<file path="src/core_pkg.sv">
package core_pkg;

    localparam int WORD_W    = 16;
    localparam int REG_IDX_W = 3;
    localparam int NUM_REGS  = 8;

    typedef logic [WORD_W-1:0]    word_t;
    typedef logic [WORD_W-1:0]    instr_t;
    typedef logic [REG_IDX_W-1:0] reg_idx_t;

    localparam word_t RESET_PC = 16'h0000; // first fetch address.

    // opcode sits in instruction bits 15..12.
    typedef enum logic [3:0] {
        OP_ADD  = 4'd0,
        OP_SUB  = 4'd1,
        OP_AND  = 4'd2,
        OP_OR   = 4'd3,
        OP_XOR  = 4'd4,
        OP_ADDI = 4'd5,
        OP_LUI  = 4'd6,
        OP_LW   = 4'd7,
        OP_SW   = 4'd8,
        OP_BEQ  = 4'd9,
        OP_BNE  = 4'd10,
        OP_JAL  = 4'd11,
        OP_HALT = 4'd12
    } opcode_t;

    typedef struct packed {
        instr_t instr;
        word_t  pc;
    } fetch_pkt_t;

    typedef struct packed {
        opcode_t  op;
        reg_idx_t rd;
        reg_idx_t rs1;
        reg_idx_t rs2;
        word_t    imm;   // already sign-extended or shifted.
        word_t    pc;
        logic     wr_en;
    } uop_t;

    typedef struct packed {
        logic  write;
        word_t addr;
        word_t wdata;
    } dmem_req_t;

    typedef enum logic [1:0] {
        IDLE,
        WAIT_RSP,
        DROP_RSP
    } fetch_state_t;

    typedef enum logic [1:0] {
        RUN,
        WAIT_LOAD,
        HALTED
    } exec_state_t;

endpackage : core_pkg

</file>
<file path="src/register_file.sv">
`timescale 1ns/1ps

module register_file (
    input  logic               clk_i,
    input  logic               rst_n_i,
    input  core_pkg::reg_idx_t rs1_idx_i,
    input  core_pkg::reg_idx_t rs2_idx_i,
    output core_pkg::word_t    rs1_data_o,
    output core_pkg::word_t    rs2_data_o,
    input  logic               wr_en_i,
    input  core_pkg::reg_idx_t wr_idx_i,
    input  core_pkg::word_t    wr_data_i
);
    import core_pkg::*;

    word_t regs_q [NUM_REGS];

    always_ff @(posedge clk_i) begin
        if (!rst_n_i) begin
            for (int i = 0; i < NUM_REGS; i++) regs_q[i] <= '0;
        end else if (wr_en_i && wr_idx_i != '0) begin
            regs_q[wr_idx_i] <= wr_data_i; // entry 0 never written, so it reads zero.
        end
    end

    assign rs1_data_o = regs_q[rs1_idx_i];
    assign rs2_data_o = regs_q[rs2_idx_i];

endmodule : register_file

</file>
<file path="src/fetch_unit.sv">
`timescale 1ns/1ps

module fetch_unit (
    input  logic                 clk_i,
    input  logic                 rst_n_i,
    output logic                 imem_req_valid_o,
    input  logic                 imem_req_ready_i,
    output core_pkg::word_t      imem_req_addr_o,
    input  logic                 imem_rsp_valid_i,
    input  core_pkg::instr_t     imem_rsp_instr_i,
    output logic                 pkt_valid_o,
    input  logic                 pkt_ready_i,
    output core_pkg::fetch_pkt_t pkt_o,
    input  logic                 redirect_valid_i,
    input  core_pkg::word_t      redirect_pc_i,
    input  logic                 halted_i
);
    import core_pkg::*;

    fetch_state_t state_q;
    word_t        pc_q;        // address of the pending or outstanding request.
    word_t        redir_pc_q;
    logic         redir_q;     // redirect seen while a request was still waiting.
    logic         buf_valid_q;
    fetch_pkt_t   buf_q;
    logic         req_fire;

    // buffer is empty or drains this cycle, and stays empty until our response.
    assign imem_req_valid_o = rst_n_i && (state_q == IDLE) && !halted_i &&
                              (!buf_valid_q || pkt_ready_i);
    assign imem_req_addr_o  = pc_q;
    assign req_fire         = imem_req_valid_o && imem_req_ready_i;

    assign pkt_valid_o = buf_valid_q;
    assign pkt_o       = buf_q;

    always_ff @(posedge clk_i) begin
        if (!rst_n_i) begin
            state_q     <= IDLE;
            pc_q        <= RESET_PC;
            redir_q     <= 1'b0;
            buf_valid_q <= 1'b0;
        end else begin
            if (buf_valid_q && pkt_ready_i) buf_valid_q <= 1'b0;
            case (state_q)
                IDLE: begin
                    if (req_fire) begin
                        if (redir_q || redirect_valid_i) begin
                            state_q <= DROP_RSP; // request went out on the old path.
                            pc_q    <= redir_q ? redir_pc_q : redirect_pc_i;
                        end else begin
                            state_q <= WAIT_RSP;
                        end
                        redir_q <= 1'b0;
                    end else if (redirect_valid_i) begin
                        if (imem_req_valid_o) redir_q <= 1'b1; // keep address stable.
                        else pc_q <= redirect_pc_i;
                    end
                end
                WAIT_RSP: begin
                    if (imem_rsp_valid_i) begin
                        state_q <= IDLE;
                        if (redirect_valid_i) begin
                            pc_q <= redirect_pc_i;
                        end else begin
                            pc_q        <= pc_q + 16'd1;
                            buf_valid_q <= 1'b1;
                        end
                    end else if (redirect_valid_i) begin
                        state_q <= DROP_RSP;
                        pc_q    <= redirect_pc_i;
                    end
                end
                DROP_RSP: begin
                    if (imem_rsp_valid_i) state_q <= IDLE;
                    if (redirect_valid_i) pc_q <= redirect_pc_i;
                end
                default: state_q <= IDLE;
            endcase
            if (redirect_valid_i) buf_valid_q <= 1'b0;
        end
    end

    always_ff @(posedge clk_i) begin
        if (redirect_valid_i) redir_pc_q <= redirect_pc_i;
        if (state_q == WAIT_RSP && imem_rsp_valid_i) begin
            buf_q.instr <= imem_rsp_instr_i;
            buf_q.pc    <= pc_q;
        end
    end

endmodule : fetch_unit

</file>
<file path="src/decode_unit.sv">
`timescale 1ns/1ps

module decode_unit (
    input  logic                 clk_i,
    input  logic                 rst_n_i,
    input  logic                 pkt_valid_i,
    output logic                 pkt_ready_o,
    input  core_pkg::fetch_pkt_t pkt_i,
    output logic                 uop_valid_o,
    input  logic                 uop_ready_i,
    output core_pkg::uop_t       uop_o,
    input  logic                 flush_i
);
    import core_pkg::*;

    instr_t  instr;
    opcode_t op;
    uop_t    dec;
    uop_t    uop_q;
    logic    uop_valid_q;

    assign instr = pkt_i.instr;
    assign op    = opcode_t'(instr[15:12]);

    always_comb begin
        dec.op    = op;
        dec.pc    = pkt_i.pc;
        dec.rd    = instr[11:9];
        dec.rs1   = instr[8:6];
        dec.rs2   = instr[5:3];
        dec.imm   = {{10{instr[5]}}, instr[5:0]};
        dec.wr_en = 1'b0;
        case (op)
            OP_ADD, OP_SUB, OP_AND, OP_OR, OP_XOR, OP_ADDI, OP_LW: begin
                dec.wr_en = 1'b1;
            end
            OP_LUI: begin
                dec.imm   = {instr[8:0], 7'b0};
                dec.wr_en = 1'b1;
            end
            OP_JAL: begin
                dec.imm   = {{7{instr[8]}}, instr[8:0]};
                dec.wr_en = 1'b1;
            end
            OP_SW: begin
                dec.rs2 = instr[11:9]; // store data goes out on the second port.
            end
            OP_BEQ, OP_BNE: begin
                dec.rs1 = instr[11:9];
                dec.rs2 = instr[8:6];
            end
            default: begin
                dec.wr_en = 1'b0; // halt and unknown codes write nothing.
            end
        endcase
    end

    // register loads when empty or when execute takes it.
    assign pkt_ready_o = !uop_valid_q || uop_ready_i;

    always_ff @(posedge clk_i) begin
        if (!rst_n_i) begin
            uop_valid_q <= 1'b0;
        end else if (flush_i) begin
            uop_valid_q <= 1'b0;
        end else if (pkt_ready_o) begin
            uop_valid_q <= pkt_valid_i;
        end
    end

    always_ff @(posedge clk_i) begin
        if (pkt_valid_i && pkt_ready_o) uop_q <= dec;
    end

    assign uop_valid_o = uop_valid_q;
    assign uop_o       = uop_q;

endmodule : decode_unit

</file>
<file path="src/execute_unit.sv">
`timescale 1ns/1ps

module execute_unit (
    input  logic                clk_i,
    input  logic                rst_n_i,
    input  logic                uop_valid_i,
    output logic                uop_ready_o,
    input  core_pkg::uop_t      uop_i,
    output logic                dmem_req_valid_o,
    input  logic                dmem_req_ready_i,
    output core_pkg::dmem_req_t dmem_req_o,
    input  logic                dmem_rsp_valid_i,
    input  core_pkg::word_t     dmem_rsp_data_i,
    output logic                redirect_valid_o,
    output core_pkg::word_t     redirect_pc_o,
    output logic                halted_o
);
    import core_pkg::*;

    exec_state_t state_q;
    word_t       rs1_val;
    word_t       rs2_val;
    word_t       alu_res;
    word_t       next_pc;
    word_t       mem_addr;
    word_t       wr_data;
    logic        take;
    logic        is_load;
    logic        is_store;
    logic        complete;
    logic        wr_en;

    register_file u_register_file (
        .clk_i      ( clk_i     ),
        .rst_n_i    ( rst_n_i   ),
        .rs1_idx_i  ( uop_i.rs1 ),
        .rs2_idx_i  ( uop_i.rs2 ),
        .rs1_data_o ( rs1_val   ),
        .rs2_data_o ( rs2_val   ),
        .wr_en_i    ( wr_en     ),
        .wr_idx_i   ( uop_i.rd  ),
        .wr_data_i  ( wr_data   )
    );

    assign next_pc  = uop_i.pc + 16'd1;
    assign mem_addr = rs1_val + uop_i.imm;
    assign is_load  = (uop_i.op == OP_LW);
    assign is_store = (uop_i.op == OP_SW);

    always_comb begin
        alu_res = '0;
        take    = 1'b0;
        case (uop_i.op)
            OP_ADD:  alu_res = rs1_val + rs2_val;
            OP_SUB:  alu_res = rs1_val - rs2_val;
            OP_AND:  alu_res = rs1_val & rs2_val;
            OP_OR:   alu_res = rs1_val | rs2_val;
            OP_XOR:  alu_res = rs1_val ^ rs2_val;
            OP_ADDI: alu_res = rs1_val + uop_i.imm;
            OP_LUI:  alu_res = uop_i.imm;
            OP_BEQ:  take = (rs1_val == rs2_val);
            OP_BNE:  take = (rs1_val != rs2_val);
            OP_JAL: begin
                alu_res = next_pc; // link value.
                take    = 1'b1;
            end
            default: alu_res = '0;
        endcase
    end

    // the uop stays in the decode register until completion, so the request holds.
    assign dmem_req_valid_o = (state_q == RUN) && uop_valid_i && (is_load || is_store);
    assign dmem_req_o.write = is_store;
    assign dmem_req_o.addr  = mem_addr;
    assign dmem_req_o.wdata = rs2_val;

    always_comb begin
        case (state_q)
            RUN:       uop_ready_o = is_store ? dmem_req_ready_i : !is_load;
            WAIT_LOAD: uop_ready_o = dmem_rsp_valid_i;
            default:   uop_ready_o = 1'b0;
        endcase
    end

    assign complete = uop_valid_i && uop_ready_o;
    assign wr_en    = complete && uop_i.wr_en;
    assign wr_data  = is_load ? dmem_rsp_data_i : alu_res;

    // taken branch or jump flushes the younger instructions.
    assign redirect_valid_o = complete && take;
    assign redirect_pc_o    = next_pc + uop_i.imm;
    assign halted_o         = (state_q == HALTED);

    always_ff @(posedge clk_i) begin
        if (!rst_n_i) begin
            state_q <= RUN;
        end else begin
            case (state_q)
                RUN: begin
                    if (uop_valid_i && uop_i.op == OP_HALT) begin
                        state_q <= HALTED;
                    end else if (uop_valid_i && is_load && dmem_req_ready_i) begin
                        state_q <= WAIT_LOAD;
                    end
                end
                WAIT_LOAD: begin
                    if (dmem_rsp_valid_i) state_q <= RUN;
                end
                HALTED:  state_q <= HALTED; // only reset leaves.
                default: state_q <= RUN;
            endcase
        end
    end

endmodule : execute_unit

</file>
<file path="src/mini_core.sv">
`timescale 1ns/1ps

module mini_core (
    input  logic                clk_i,
    input  logic                rst_n_i,
    output logic                imem_req_valid_o,
    input  logic                imem_req_ready_i,
    output core_pkg::word_t     imem_req_addr_o,
    input  logic                imem_rsp_valid_i,
    input  core_pkg::instr_t    imem_rsp_instr_i,
    output logic                dmem_req_valid_o,
    input  logic                dmem_req_ready_i,
    output core_pkg::dmem_req_t dmem_req_o,
    input  logic                dmem_rsp_valid_i,
    input  core_pkg::word_t     dmem_rsp_data_i,
    output logic                halted_o
);
    import core_pkg::*;

    logic       pkt_valid;
    logic       pkt_ready;
    fetch_pkt_t pkt;
    logic       uop_valid;
    logic       uop_ready;
    uop_t       uop;
    logic       redirect_valid;
    word_t      redirect_pc;
    logic       halted;

    fetch_unit u_fetch_unit (
        .clk_i            ( clk_i            ),
        .rst_n_i          ( rst_n_i          ),
        .imem_req_valid_o ( imem_req_valid_o ),
        .imem_req_ready_i ( imem_req_ready_i ),
        .imem_req_addr_o  ( imem_req_addr_o  ),
        .imem_rsp_valid_i ( imem_rsp_valid_i ),
        .imem_rsp_instr_i ( imem_rsp_instr_i ),
        .pkt_valid_o      ( pkt_valid        ),
        .pkt_ready_i      ( pkt_ready        ),
        .pkt_o            ( pkt              ),
        .redirect_valid_i ( redirect_valid   ),
        .redirect_pc_i    ( redirect_pc      ),
        .halted_i         ( halted           )
    );

    decode_unit u_decode_unit (
        .clk_i       ( clk_i          ),
        .rst_n_i     ( rst_n_i        ),
        .pkt_valid_i ( pkt_valid      ),
        .pkt_ready_o ( pkt_ready      ),
        .pkt_i       ( pkt            ),
        .uop_valid_o ( uop_valid      ),
        .uop_ready_i ( uop_ready      ),
        .uop_o       ( uop            ),
        .flush_i     ( redirect_valid ) // same pulse that redirects fetch.
    );

    execute_unit u_execute_unit (
        .clk_i            ( clk_i            ),
        .rst_n_i          ( rst_n_i          ),
        .uop_valid_i      ( uop_valid        ),
        .uop_ready_o      ( uop_ready        ),
        .uop_i            ( uop              ),
        .dmem_req_valid_o ( dmem_req_valid_o ),
        .dmem_req_ready_i ( dmem_req_ready_i ),
        .dmem_req_o       ( dmem_req_o       ),
        .dmem_rsp_valid_i ( dmem_rsp_valid_i ),
        .dmem_rsp_data_i  ( dmem_rsp_data_i  ),
        .redirect_valid_o ( redirect_valid   ),
        .redirect_pc_o    ( redirect_pc      ),
        .halted_o         ( halted           )
    );

    assign halted_o = halted;

endmodule : mini_core

</file>
<file path="config.mk">
export PLATFORM = sky130hd
export DESIGN_NAME = mini_core
export DESIGN_NICKNAME = d
export VERILOG_FILES = /design/src/core_pkg.sv /design/src/register_file.sv /design/src/fetch_unit.sv /design/src/decode_unit.sv /design/src/execute_unit.sv /design/src/mini_core.sv
export SDC_FILE = /design/constraint.sdc
export NUM_CORES = 1
export LEC_CHECK = 0
export ABC_AREA = 1
export BUFFER_PORTS_ARGS = -buffer_cell sky130_fd_sc_hd__buf_2
export CELL_PAD_IN_SITES_DETAIL_PLACEMENT = 0
export CELL_PAD_IN_SITES_GLOBAL_PLACEMENT = 1
export CORE_MARGIN = 2
export CORE_UTILIZATION = 45
export CTS_CLUSTER_DIAMETER = 50
export DETAILED_ROUTE_END_ITERATION = 10
export PLACE_DENSITY_LB_ADDON = 0.1
export SYNTH_ARGS = -nofsm -noshare
export SYNTH_HDL_FRONTEND = slang
export SYNTH_SLANG_ARGS = --single-unit
</file>
<file path="constraint.sdc">
create_clock -name clk_i -period 5.6 [get_ports clk_i]
set_input_delay 0.28 -clock clk_i [delete_from_list [all_inputs] [get_ports clk_i]]
set_output_delay 0.28 -clock clk_i [all_outputs]
set_load 0.005 [all_outputs]
</file>
# After elaboration in Yosys (flattened, before gate mapping)
# Memory sizes are Yosys's and may differ from the RTL's. A register that Yosys moved wholly into a read port is not among the register bits.
# Index checks and enable logic that the tools add are counted.
# Widths: inputs -> output; s select.
# op_classes
n_addsub	6
n_eq_ne	37
muxes	43
bitwise_logic	4
n_reduce_logical	39
# ops
op	count
$mux 16	10
$pmux 16 s8	1
$add 16x16->16	3
$pmux 16 s3	1
$eq 4x4->1 const B	9
$add 16x1->16 const B	2
$eq 4x3->1 const B	8
$pmux 16 s2	1
$and 16x16->16	1
$eq 16x16->1	1
$eq 4x2->1 const B	4
$mux 2	8
$ne 16x16->1	1
$or 16x16->16	1
$reduce_or 16->1	1
$sub 16x16->16	1
$xor 16x16->16	1
$logic_and 1x1->1	15
$mux 1	13
$mux 3	4
$pmux 2 s3	2
$ne 3x3->1 const B	3
$reduce_or 9->1	1
$eq 4x1->1 const B	2
20 further kinds	35
# totals
reg_bits	117
ramBits	128
output_inout_bits	52
memories	1
# memory_table
name	depth	width	rd	rd_ports_with_merged_regs	write_ports	line_no	text
u_execute_unit.u_register_file.regs_q	8	16	2	2	8	register_file.sv:16	word_t regs_q [NUM_REGS];

# Depth between registers and ports, before layout
# Gate-level depths: netlist (run 1).
# depth
depth_word	12
depth_mapped	24

# Modules after synthesis
# Synthesis (run 1) repeated with hierarchy kept, for this count alone.
# unflattened
hier_cells	2644
hier_area_um2	18417.7
# by_module_without_submodules
module	instances	cells_per_inst	area_per_inst_um2	seq_area_each_um2
register_file	1	1014	7490.9	3843.7
execute_unit	1	1047	5551.6	40.0
fetch_unit	1	439	3547.2	1841.8
decode_unit	1	144	1828.0	1401.3

# Least setup slack after synthesis (run 1)
# Ideal clock, no wire load.
# synth_path
path_kind	register to register
start	register (tool-made name)
end	register u_fetch_unit.pc_q[3] (netlist: u_fetch_unit.imem_req_addr_o[3])
arrival_time_ns	3.789
required_ns	5.485
setup_slack_ns	1.696
path_stages_with_launch	22
path_buffers	2
cell_sequence	dfxtp_1 > clkbuf_1 > inv_1 > clkbuf_1 > nor2_1 > o21ai_0 > inv_1 > o21ai_0 > inv_1 > ha_1 > nor2_1 > nand2_1 > nor2_1 > nand2_1 > nand2_1 > nand3_1 > nor2_2 > nand2_1 > nand3_1 > nand2_4 > a21oi_1 > nor2_1
# synth_rtl
element	line_no	text
to (signal assigned)	fetch_unit.sv:50	pc_q <= redir_q ? redir_pc_q : redirect_pc_i;
to (signal assigned)	fetch_unit.sv:57	else pc_q <= redirect_pc_i;
to (signal assigned)	fetch_unit.sv:64	pc_q <= redirect_pc_i;
to (decl)	fetch_unit.sv:21	word_t pc_q;

==> results of run 1 <==
-- power groups by stage --
stage | registers [uW] | clock network, uW | logic (uW)
2_1_floorplan | 2290 | 0 | 1090
6_report | 2330 | 2000 | 1700
4_1_cts | 2330 | 2020 | 1680
3_3_place_gp | 2370 | 0 | 1670
5_1_grt | 2350 | 2100 | 1870
3_5_place_dp | 2370 | 0 | 1660
-- state kept, by name, indices dropped and copies added (netlist names), 2 cells and up, named ones only --
| name | cells |
|---|---|
| u_decode_unit.uop_o | 46 |
| u_execute_unit.state_q | 2 |
| u_execute_unit.u_register_file.regs_q | 128 |
| u_fetch_unit.imem_req_addr_o | 16 |
| u_fetch_unit.pkt_o | 32 |
| u_fetch_unit.redir_pc_q | 16 |
| u_fetch_unit.state_q | 2 |
-- cell type report --
type / count / area, sq um
inverters: 331 / 1240
clock buffers: 37 / 787
fillers: 3845 / 18800
repair buffers: 142 / 908
well taps: 518 / 648
multi-input cells: 1679 / 8570
clock inverters: 19 / 243
flip-flops and latches: 251 / 7250
-- cells in the mapped netlist (all sizes together) --
cell,number,area [sq um]
a22oi,2,15.0
nor2,318,1250
fa,4,80.1
a221oi,1,8.76
o21ai,305,1530
o22ai,7,43.8
nand3b,10,75.1
nor3b,1,12.5
buf,36,255
a21boi,4,30.0
o2111ai,5,43.8
a21oi,158,802
ha,87,1090
edfxtp,222,6670
a2111oi,1,27.5
o221ai,3,26.3
o31ai,2,15.0
xnor2,5,43.8
o211ai,9,67.6
a31o,1,8.76
clkinv,4,15.0
nor4,1,12.5
clkbuf,47,178
xor2,19,166
and2,5,31.3
nand2,508,1930
nand4,23,165
a211oi,8,65.1
o21bai,10,78.8
nor3,19,106
a31oi,4,25.0
a21o,2,15.0
or2,5,31.3
dfxtp,29,581
inv,327,1230
conb,1,3.75
nand3,136,716
-- repair_timing --
item / CTS / global route
gates resized for setup: 0 / 1
endpoints found under the hold margin: 16 / 0
hold buffers: 16 / 0
setup endpoints to repair: 0 / 10
-- worst min-delay path, stage by stage --
cell and delay (ns):
buf_2 0.09, a211oi_2 0.15, nor2_1 0.10
-- worst max-delay path by stage --
stage / from / end / slack, ns
finish: flip-flop / u_execute_unit.u_register_file.regs_q[6][14] / 0.52
global route: flip-flop / u_fetch_unit.imem_req_addr_o[2] / 0.12
CTS: flip-flop / u_fetch_unit.imem_req_addr_o[5] / 0.41
detailed placement: flip-flop / u_fetch_unit.imem_req_addr_o[5] / 0.46
global placement: flip-flop / u_fetch_unit.imem_req_addr_o[5] / 0.47
floorplan: flip-flop / u_fetch_unit.imem_req_addr_o[3] / 1.70
-- metrics by stage --
stage / instance area [sq um] / utilization (%)
after detailed placement: 18500 / 48.0
after CTS: 19700 / 51.1
final: 19700 / 51.1
after floorplan: 17500 / -
after global placement: 18500 / 48.0
after global routing: 19700 / 51.1
-- kinds of logic (layout without fill, tap and decap cells) --
| kind of cell | Yosys count | in the layout |
|---|---|---|
| and+or+nand+nor | 1026 | 1026 |
| AOI/OAI and AO/OA | 522 | 522 |
| buffers and inverters | 414 | 529 |
| DFF | 251 | 251 |
| adders and majority gates | 91 | 91 |
| xor gates and xnor gates | 24 | 24 |
| other | 1 | 16 |
-- metal layers --
metal,vias up,global-route usage [%]
li1,7921,-
met1,7835,45.2
met2,662,49.9
met3,98,3.21
met4,0,9.07
met5,-,0
==> results by group, run 1 <==
Timing
  – Crit path time final: 5.08 ns
  – Setup Total Neg Slack: 0 ns
  – # setup viols final: 0
  – Final Slew Violations: 0
  – Fin crit share: 90.7%
  – Hold_ws: 0.141 ns
  – Slew margin rel.: 16.7%
  – Slew of the pin with the lowest slew margin: 1.24 ns
  – PnR worst setup slack: 0.520 ns
  – Unrepaired setup endpoints after global routing: no
  – Max Clock Skew: 0.0457 ns
  – Fin. Hold Viols: 0
  – Highest clock rate: 197 MHz

Cells and area
  – Commonest non-fill, non-tap cells in the layout: 503 x nand2_1, 315 x inv_1, 301 x nor2_1
  – Layout area overhead: 12.7%
  – Non-filler cells, final: 2977
  – Commonest non-fill, non-tap cell in the layout: nand2_1
  – Layout cells sized above 1: 9.35%
  – Final net count: 2564
  – Diode count: 0

Routing
  – Routed length on met2: 28.9 mm
  – DRC errors left: 0
  – M1 wire length: 29.2 mm
  – Vias: 16.5k
  – Final WL: 64.2 mm
  – Metal3 WL: 4.33 mm
  – WL/cell: 21.6 um
  – Highest routed layer: met4
  – DR iter-0 viols: 1724
  – Drt via density: 5.55
  – DRT Pass-1 Iters: 8
  – Post-route ant nets: 0

Clock network
  – Htree depth: 1
  – Root Buffer Master: clkbuf_16
  – Inserted Clock Buffers: 30
  – Clock latency on the worst-skew pair: 0.60 ns
  – CTS tree: yes
  – Postcts setup bufs: 0
  – Clock slew at reported path FFs: 0.06 ns
  – Number of clock sinks: 251
  – CTS max path bufs: 3

Synthesis
  – Synth Area in Adders: 6.70%
  – Largest family of logic cells by synthesized area: simple AND/OR/NAND/NOR gates
  – Synthesized flop and latch total: 251
  – Compound-Gate Fraction of Synth Area: 16.0%
  – Syn Inst Count: 2329
  – Multiplexer area fraction after synthesis: 0%
  – Post-Synth Simple-Gate Area: 24.9%
  – Cell Area, Synth: 17400 sq um
  – Post-synthesis xor/xnor area fraction: 1.21%
  – Synth warn: 0
  – Sequential area share after synthesis: 41.6%
  – Syn Area/Cell: 7.49 sq um
  – Post-synth cell types: 56

Floorplanning
  – Placeable Area: 38500 sq um
  – Die Area: 40300 sq um
  – Die width: 201 um
  – Starting Density: 45.3%
  – Chip height: 201 um
  – Number of I/O pins: 90
  – Cell row count: 72

Pwr
  – Tot Pwr: 6030 uW
  – Sw Ratio: 35.4%
  – Sequential share of power: 38.7%
  – Combinational share of power: 28.1%
  – Internal: 3890 uW
  – VDD IR max: 0.000266 V
  – PD cells: 307 nW/um^2
  – Clk network pwr share: 33.2%
  – Leakage: 0.00868 uW
  – Net Switching: 2140 uW

Placed design
  – Post-Place Worst Slack: 0.459 ns
  – # port buffers: 89
  – Routability Congestion: 1.00
  – DP Cell Count: 2905
  – Post-DP HPWL: 48.7 mm

Critical path
  – CP Depth: 17
  – CP max FO: 46
  – Most common cell on crit path: nor2_1
  – Family with the most delay on the worst path: compound AO/OA/AOI/OAI gates
  – WP buf/inv: 3
  – Worst path arrival time: 5.41 ns
  – Slowest stage delay, CP: 0.86 ns
  – Critical setup path kind: flip-flop to flip-flop
  – Reg2reg end: u_execute_unit.u_register_file.regs_q[6][14]
  – R2R cell count: 17
  – Flop2flop setup slack: 0.52 ns
  – CP max stage cell: o21ai_0
  – Crit path cell chain: buf_12 > o21ai_0 > o21ai_0 > inv_1 > o21ai_0 > inv_1 > ha_1 > a21oi_1 > nor2_1 > nor2_1 > o21bai_1 > nor2_1 > nand3_1 > nand3_1 > nand4_1 > nor2_1 > nor2_1
  – Worst setup SP type: flip-flop
  – Crit path capture type: flip-flop
  – Critical Path RT: 5.93 ns

Global route
  – Pin count of the biggest net entering global routing: 96
  – Tot GR Track Use: 31.3%
  – Vias in the first global route: 15.6k
  – Grt total ovfl: 0
  – First-pass GRT wire length: 96.4 mm
  – Antenna violations before repair: 0

Outcome
  – Status: finished, final reports clean

Flow run
  – Max-Cap Viols: 0

Worst hold path
  – Hold path startpoint: dmem_rsp_data_i[6]
  – Min-delay worst type: input port to flip-flop
  – Worst Hold Depth: 3
  – WHS Endpoint: u_execute_unit.u_register_file.regs_q[2][6]
No activity file was read; power rests on OpenSTA's default activity.
==> run 2, diff against run 1 <==
GPL_TIMING_DRIVEN = 0   (was default)
TNS_END_PERCENT = 10   (was default)
==> run 2 against run 1 <==
Compared with the run above:
- hold slack improved by 0.014 ns
- via count rose by 1.9%
- first-iteration DRC count is 10% higher
- utilization grew 0.61 points
- count of clock-buffer cells in the layout is 3 higher
- clock skew fell by 0.019 ns
- cell area up 1.2%
==> results by group, run 2 (synthesized netlist as in run 1, its figures left out) <==
Outcome
  – Status: finished, final reports clean (unchanged)

Clock network
  – Clock slew at reported path FFs: 0.06 ns (about the same)
  – Htree depth: 2 (was 1)
  – Postcts setup bufs: 0 (unchanged)
  – Inserted Clock Buffers: 34 (was 30)
  – Clock latency on the worst-skew pair: 0.54 ns (was 0.60 ns)
  – Number of clock sinks: 251 (unchanged)
  – Root Buffer Master: clkbuf_16 (unchanged)
  – CTS max path bufs: 3 (unchanged)
  – CTS tree: yes (unchanged)

Placed design
  – Post-DP HPWL: 52.0 mm (was 48.7 mm)
  – Post-Place Worst Slack: -0.317 ns (was 0.459 ns)
  – # port buffers: 87 (was 89)
  – Routability Congestion: 1.00 (about the same)

Timing
  – Fin. Hold Viols: 0 (unchanged)
  – Slew margin rel.: 14.7% (was 16.7%)
  – PnR worst setup slack: 0.180 ns (was 0.520 ns)
  – Highest clock rate: 184 MHz (was 197 MHz)
  – Fin crit share: 96.8% (was 90.7%)
  – Hold_ws: 0.155 ns (was 0.141 ns)
  – # setup viols final: 0 (unchanged)
  – Final Slew Violations: 0 (unchanged)
  – Slew of the pin with the lowest slew margin: 1.28 ns (was 1.24 ns)
  – Crit path time final: 5.42 ns (was 5.08 ns)
  – Unrepaired setup endpoints after global routing: yes (was no)
  – Max Clock Skew: 0.0266 ns (was 0.0457 ns)

Routing
  – Drt via density: 5.56 (was 5.55)
  – DRC errors left: 0 (unchanged)
  – DR iter-0 viols: 1899 (was 1724)
  – DRT Pass-1 Iters: 6 (was 8)
  – WL/cell: 22.3 um (was 21.6 um)
  – Post-route ant nets: 0 (unchanged)
  – Vias: 16.8k (was 16.5k)
  – Final WL: 67.5 mm (was 64.2 mm)

Cells and area
  – Commonest non-fill, non-tap cells in the layout: 503 x nand2_1, 315 x inv_1, 298 x nor2_1 (was 503 x nand2_1, 315 x inv_1, 301 x nor2_1)
  – Layout area overhead: 14.0% (was 12.7%)
  – Max FFs per register: 128 (unchanged)
  – Layout cells sized above 1: 9.25% (was 9.35%)
  – Diode count: 0 (unchanged)
  – Commonest non-fill, non-tap cell in the layout: nand2_1 (unchanged)
  – Core Util, Final: 51.7% (was 51.1%)
  – Biggest register: u_execute_unit.u_register_file.regs_q (unchanged)
  – Final net count: 2612 (was 2564)
  – Layout fillers: 3908 (was 3845)

Floorplanning
  – Placeable Area: 38500 sq um (unchanged)
  – Number of I/O pins: 90 (unchanged)
  – Die Area: 40300 sq um (unchanged)
  – Chip height: 201 um (unchanged)
  – Cell row count: 72 (unchanged)
  – Starting Density: 45.3% (unchanged)
  – Die width: 201 um (unchanged)

Critical path
  – Crit path capture type: flip-flop (unchanged)
  – Critical Path RT: 5.86 ns (was 5.93 ns)
  – Critical setup path kind: flip-flop to flip-flop (unchanged)
  – Worst path arrival time: 5.68 ns (was 5.41 ns)
  – Worst setup SP type: flip-flop (unchanged)
  – CP max FO: 10 (was 46)

Pwr
  – Leakage: 0.00876 uW (was 0.00868 uW)
  – VDD IR max: 0.000268 V (was 0.000266 V)
  – PD cells: 315 nW/um^2 (was 307 nW/um^2)
  – Tot Pwr: 6260 uW (was 6030 uW)

Global route
  – Grt total ovfl: 0 (unchanged)
  – Tot GR Track Use: 33.0% (was 31.3%)
  – Pin count of the biggest net entering global routing: 54 (was 96)
  – Vias in the first global route: 15.6k (about the same)
  – Antenna violations before repair: 0 (unchanged)
  – First-pass GRT wire length: 99.6 mm (was 96.4 mm)

Flow run
  – Max-Cap Viols: 0 (unchanged)

Worst hold path
  – Min-delay worst type: input port to flip-flop (unchanged)
[run 2: report_power, final]
part	internal, uW	leakage, uW	total [uW]	switching, uW
logic	528	0.00581	1770	1240
clock network	1300	0.000539	2170	870
registers	2170	0.00240	2330	151
[run 2: worst paths after layout]
path / cells after the start / end / startpoint / slack (ns)
min reg2reg: 0 / u_decode_unit.uop_o[8] / u_fetch_unit.pkt_o[7] / 0.42
max: 20 / u_execute_unit.u_register_file.regs_q[1][9] / flip-flop / 0.18
max reg2reg: 20 / u_execute_unit.u_register_file.regs_q[1][9] / flip-flop / 0.18
min: 4 / u_execute_unit.state_q[0] / dmem_rsp_valid_i / 0.16
[run 2: stage by stage]
stage / cell area [sq um] / instances / TNS [ns]
after detailed placement: 18600 / 2949 / -5.46
after floorplan: 17500 / 2344 / 0
after global placement: 18600 / 2949 / -2.64
after global routing: 19900 / 3026 / -0.0356
final: 19900 / 3026 / 0
after CTS: 19900 / 3026 / 0
[run 2: cell type report]
type | count | area (sq um) | area share [%]
Tap cell | 518 | 648 | 3.26
Sequential cell | 251 | 7250 | 36.4
Timing Repair Buffer | 103 | 596 | 2.99
Clock buffer | 40 | 895 | 4.50
Multi-Input combinational cell | 1680 | 8610 | 43.3
Inverter | 331 | 1240 | 6.25
Buffer | 82 | 433 | 2.18
Clock inverter | 21 | 216 | 1.09
[run 2: per-layer routing]
| layer | global-route usage, % | vias up | routed length [um] |
|---|---|---|---|
| met5 | 0 | - | 0 |
| met3 | 5.08 | 103 | 6490 |
| met1 | 48.8 | 7879 | 30100 |
| met4 | 12.7 | 0 | 2750 |
| li1 | - | 8017 | - |
| met2 | 48.4 | 829 | 28200 |
[run 2: what timing repair did]
item,4_1_cts,5_1_grt
cloned,0,1
setup endpoints to repair,38,99
resized for setup,4,22
pin swaps,0,1
endpoints found under the hold margin,16,0
hold buffers,16,0
[run 2: worst max-delay path, cell delays in order, from the launching register on]
cell      delay [ns]
dfxtp_1         0.42
clkbuf_2        0.32
inv_1           0.30
clkbuf_1        0.54
nor2_1          0.08
o21ai_0         0.24
inv_1           0.08
o21ai_1         0.62
inv_1           0.15
ha_1            0.40
nand3_1         0.10
nand3_1         0.16
inv_1           0.08
o21bai_1        0.45
nand2_1         0.14
nand2_1         0.09
nand2_1         0.05
nand3_1         0.07
nand4_1         0.18
nor2_2          0.54
nor2_1          0.10
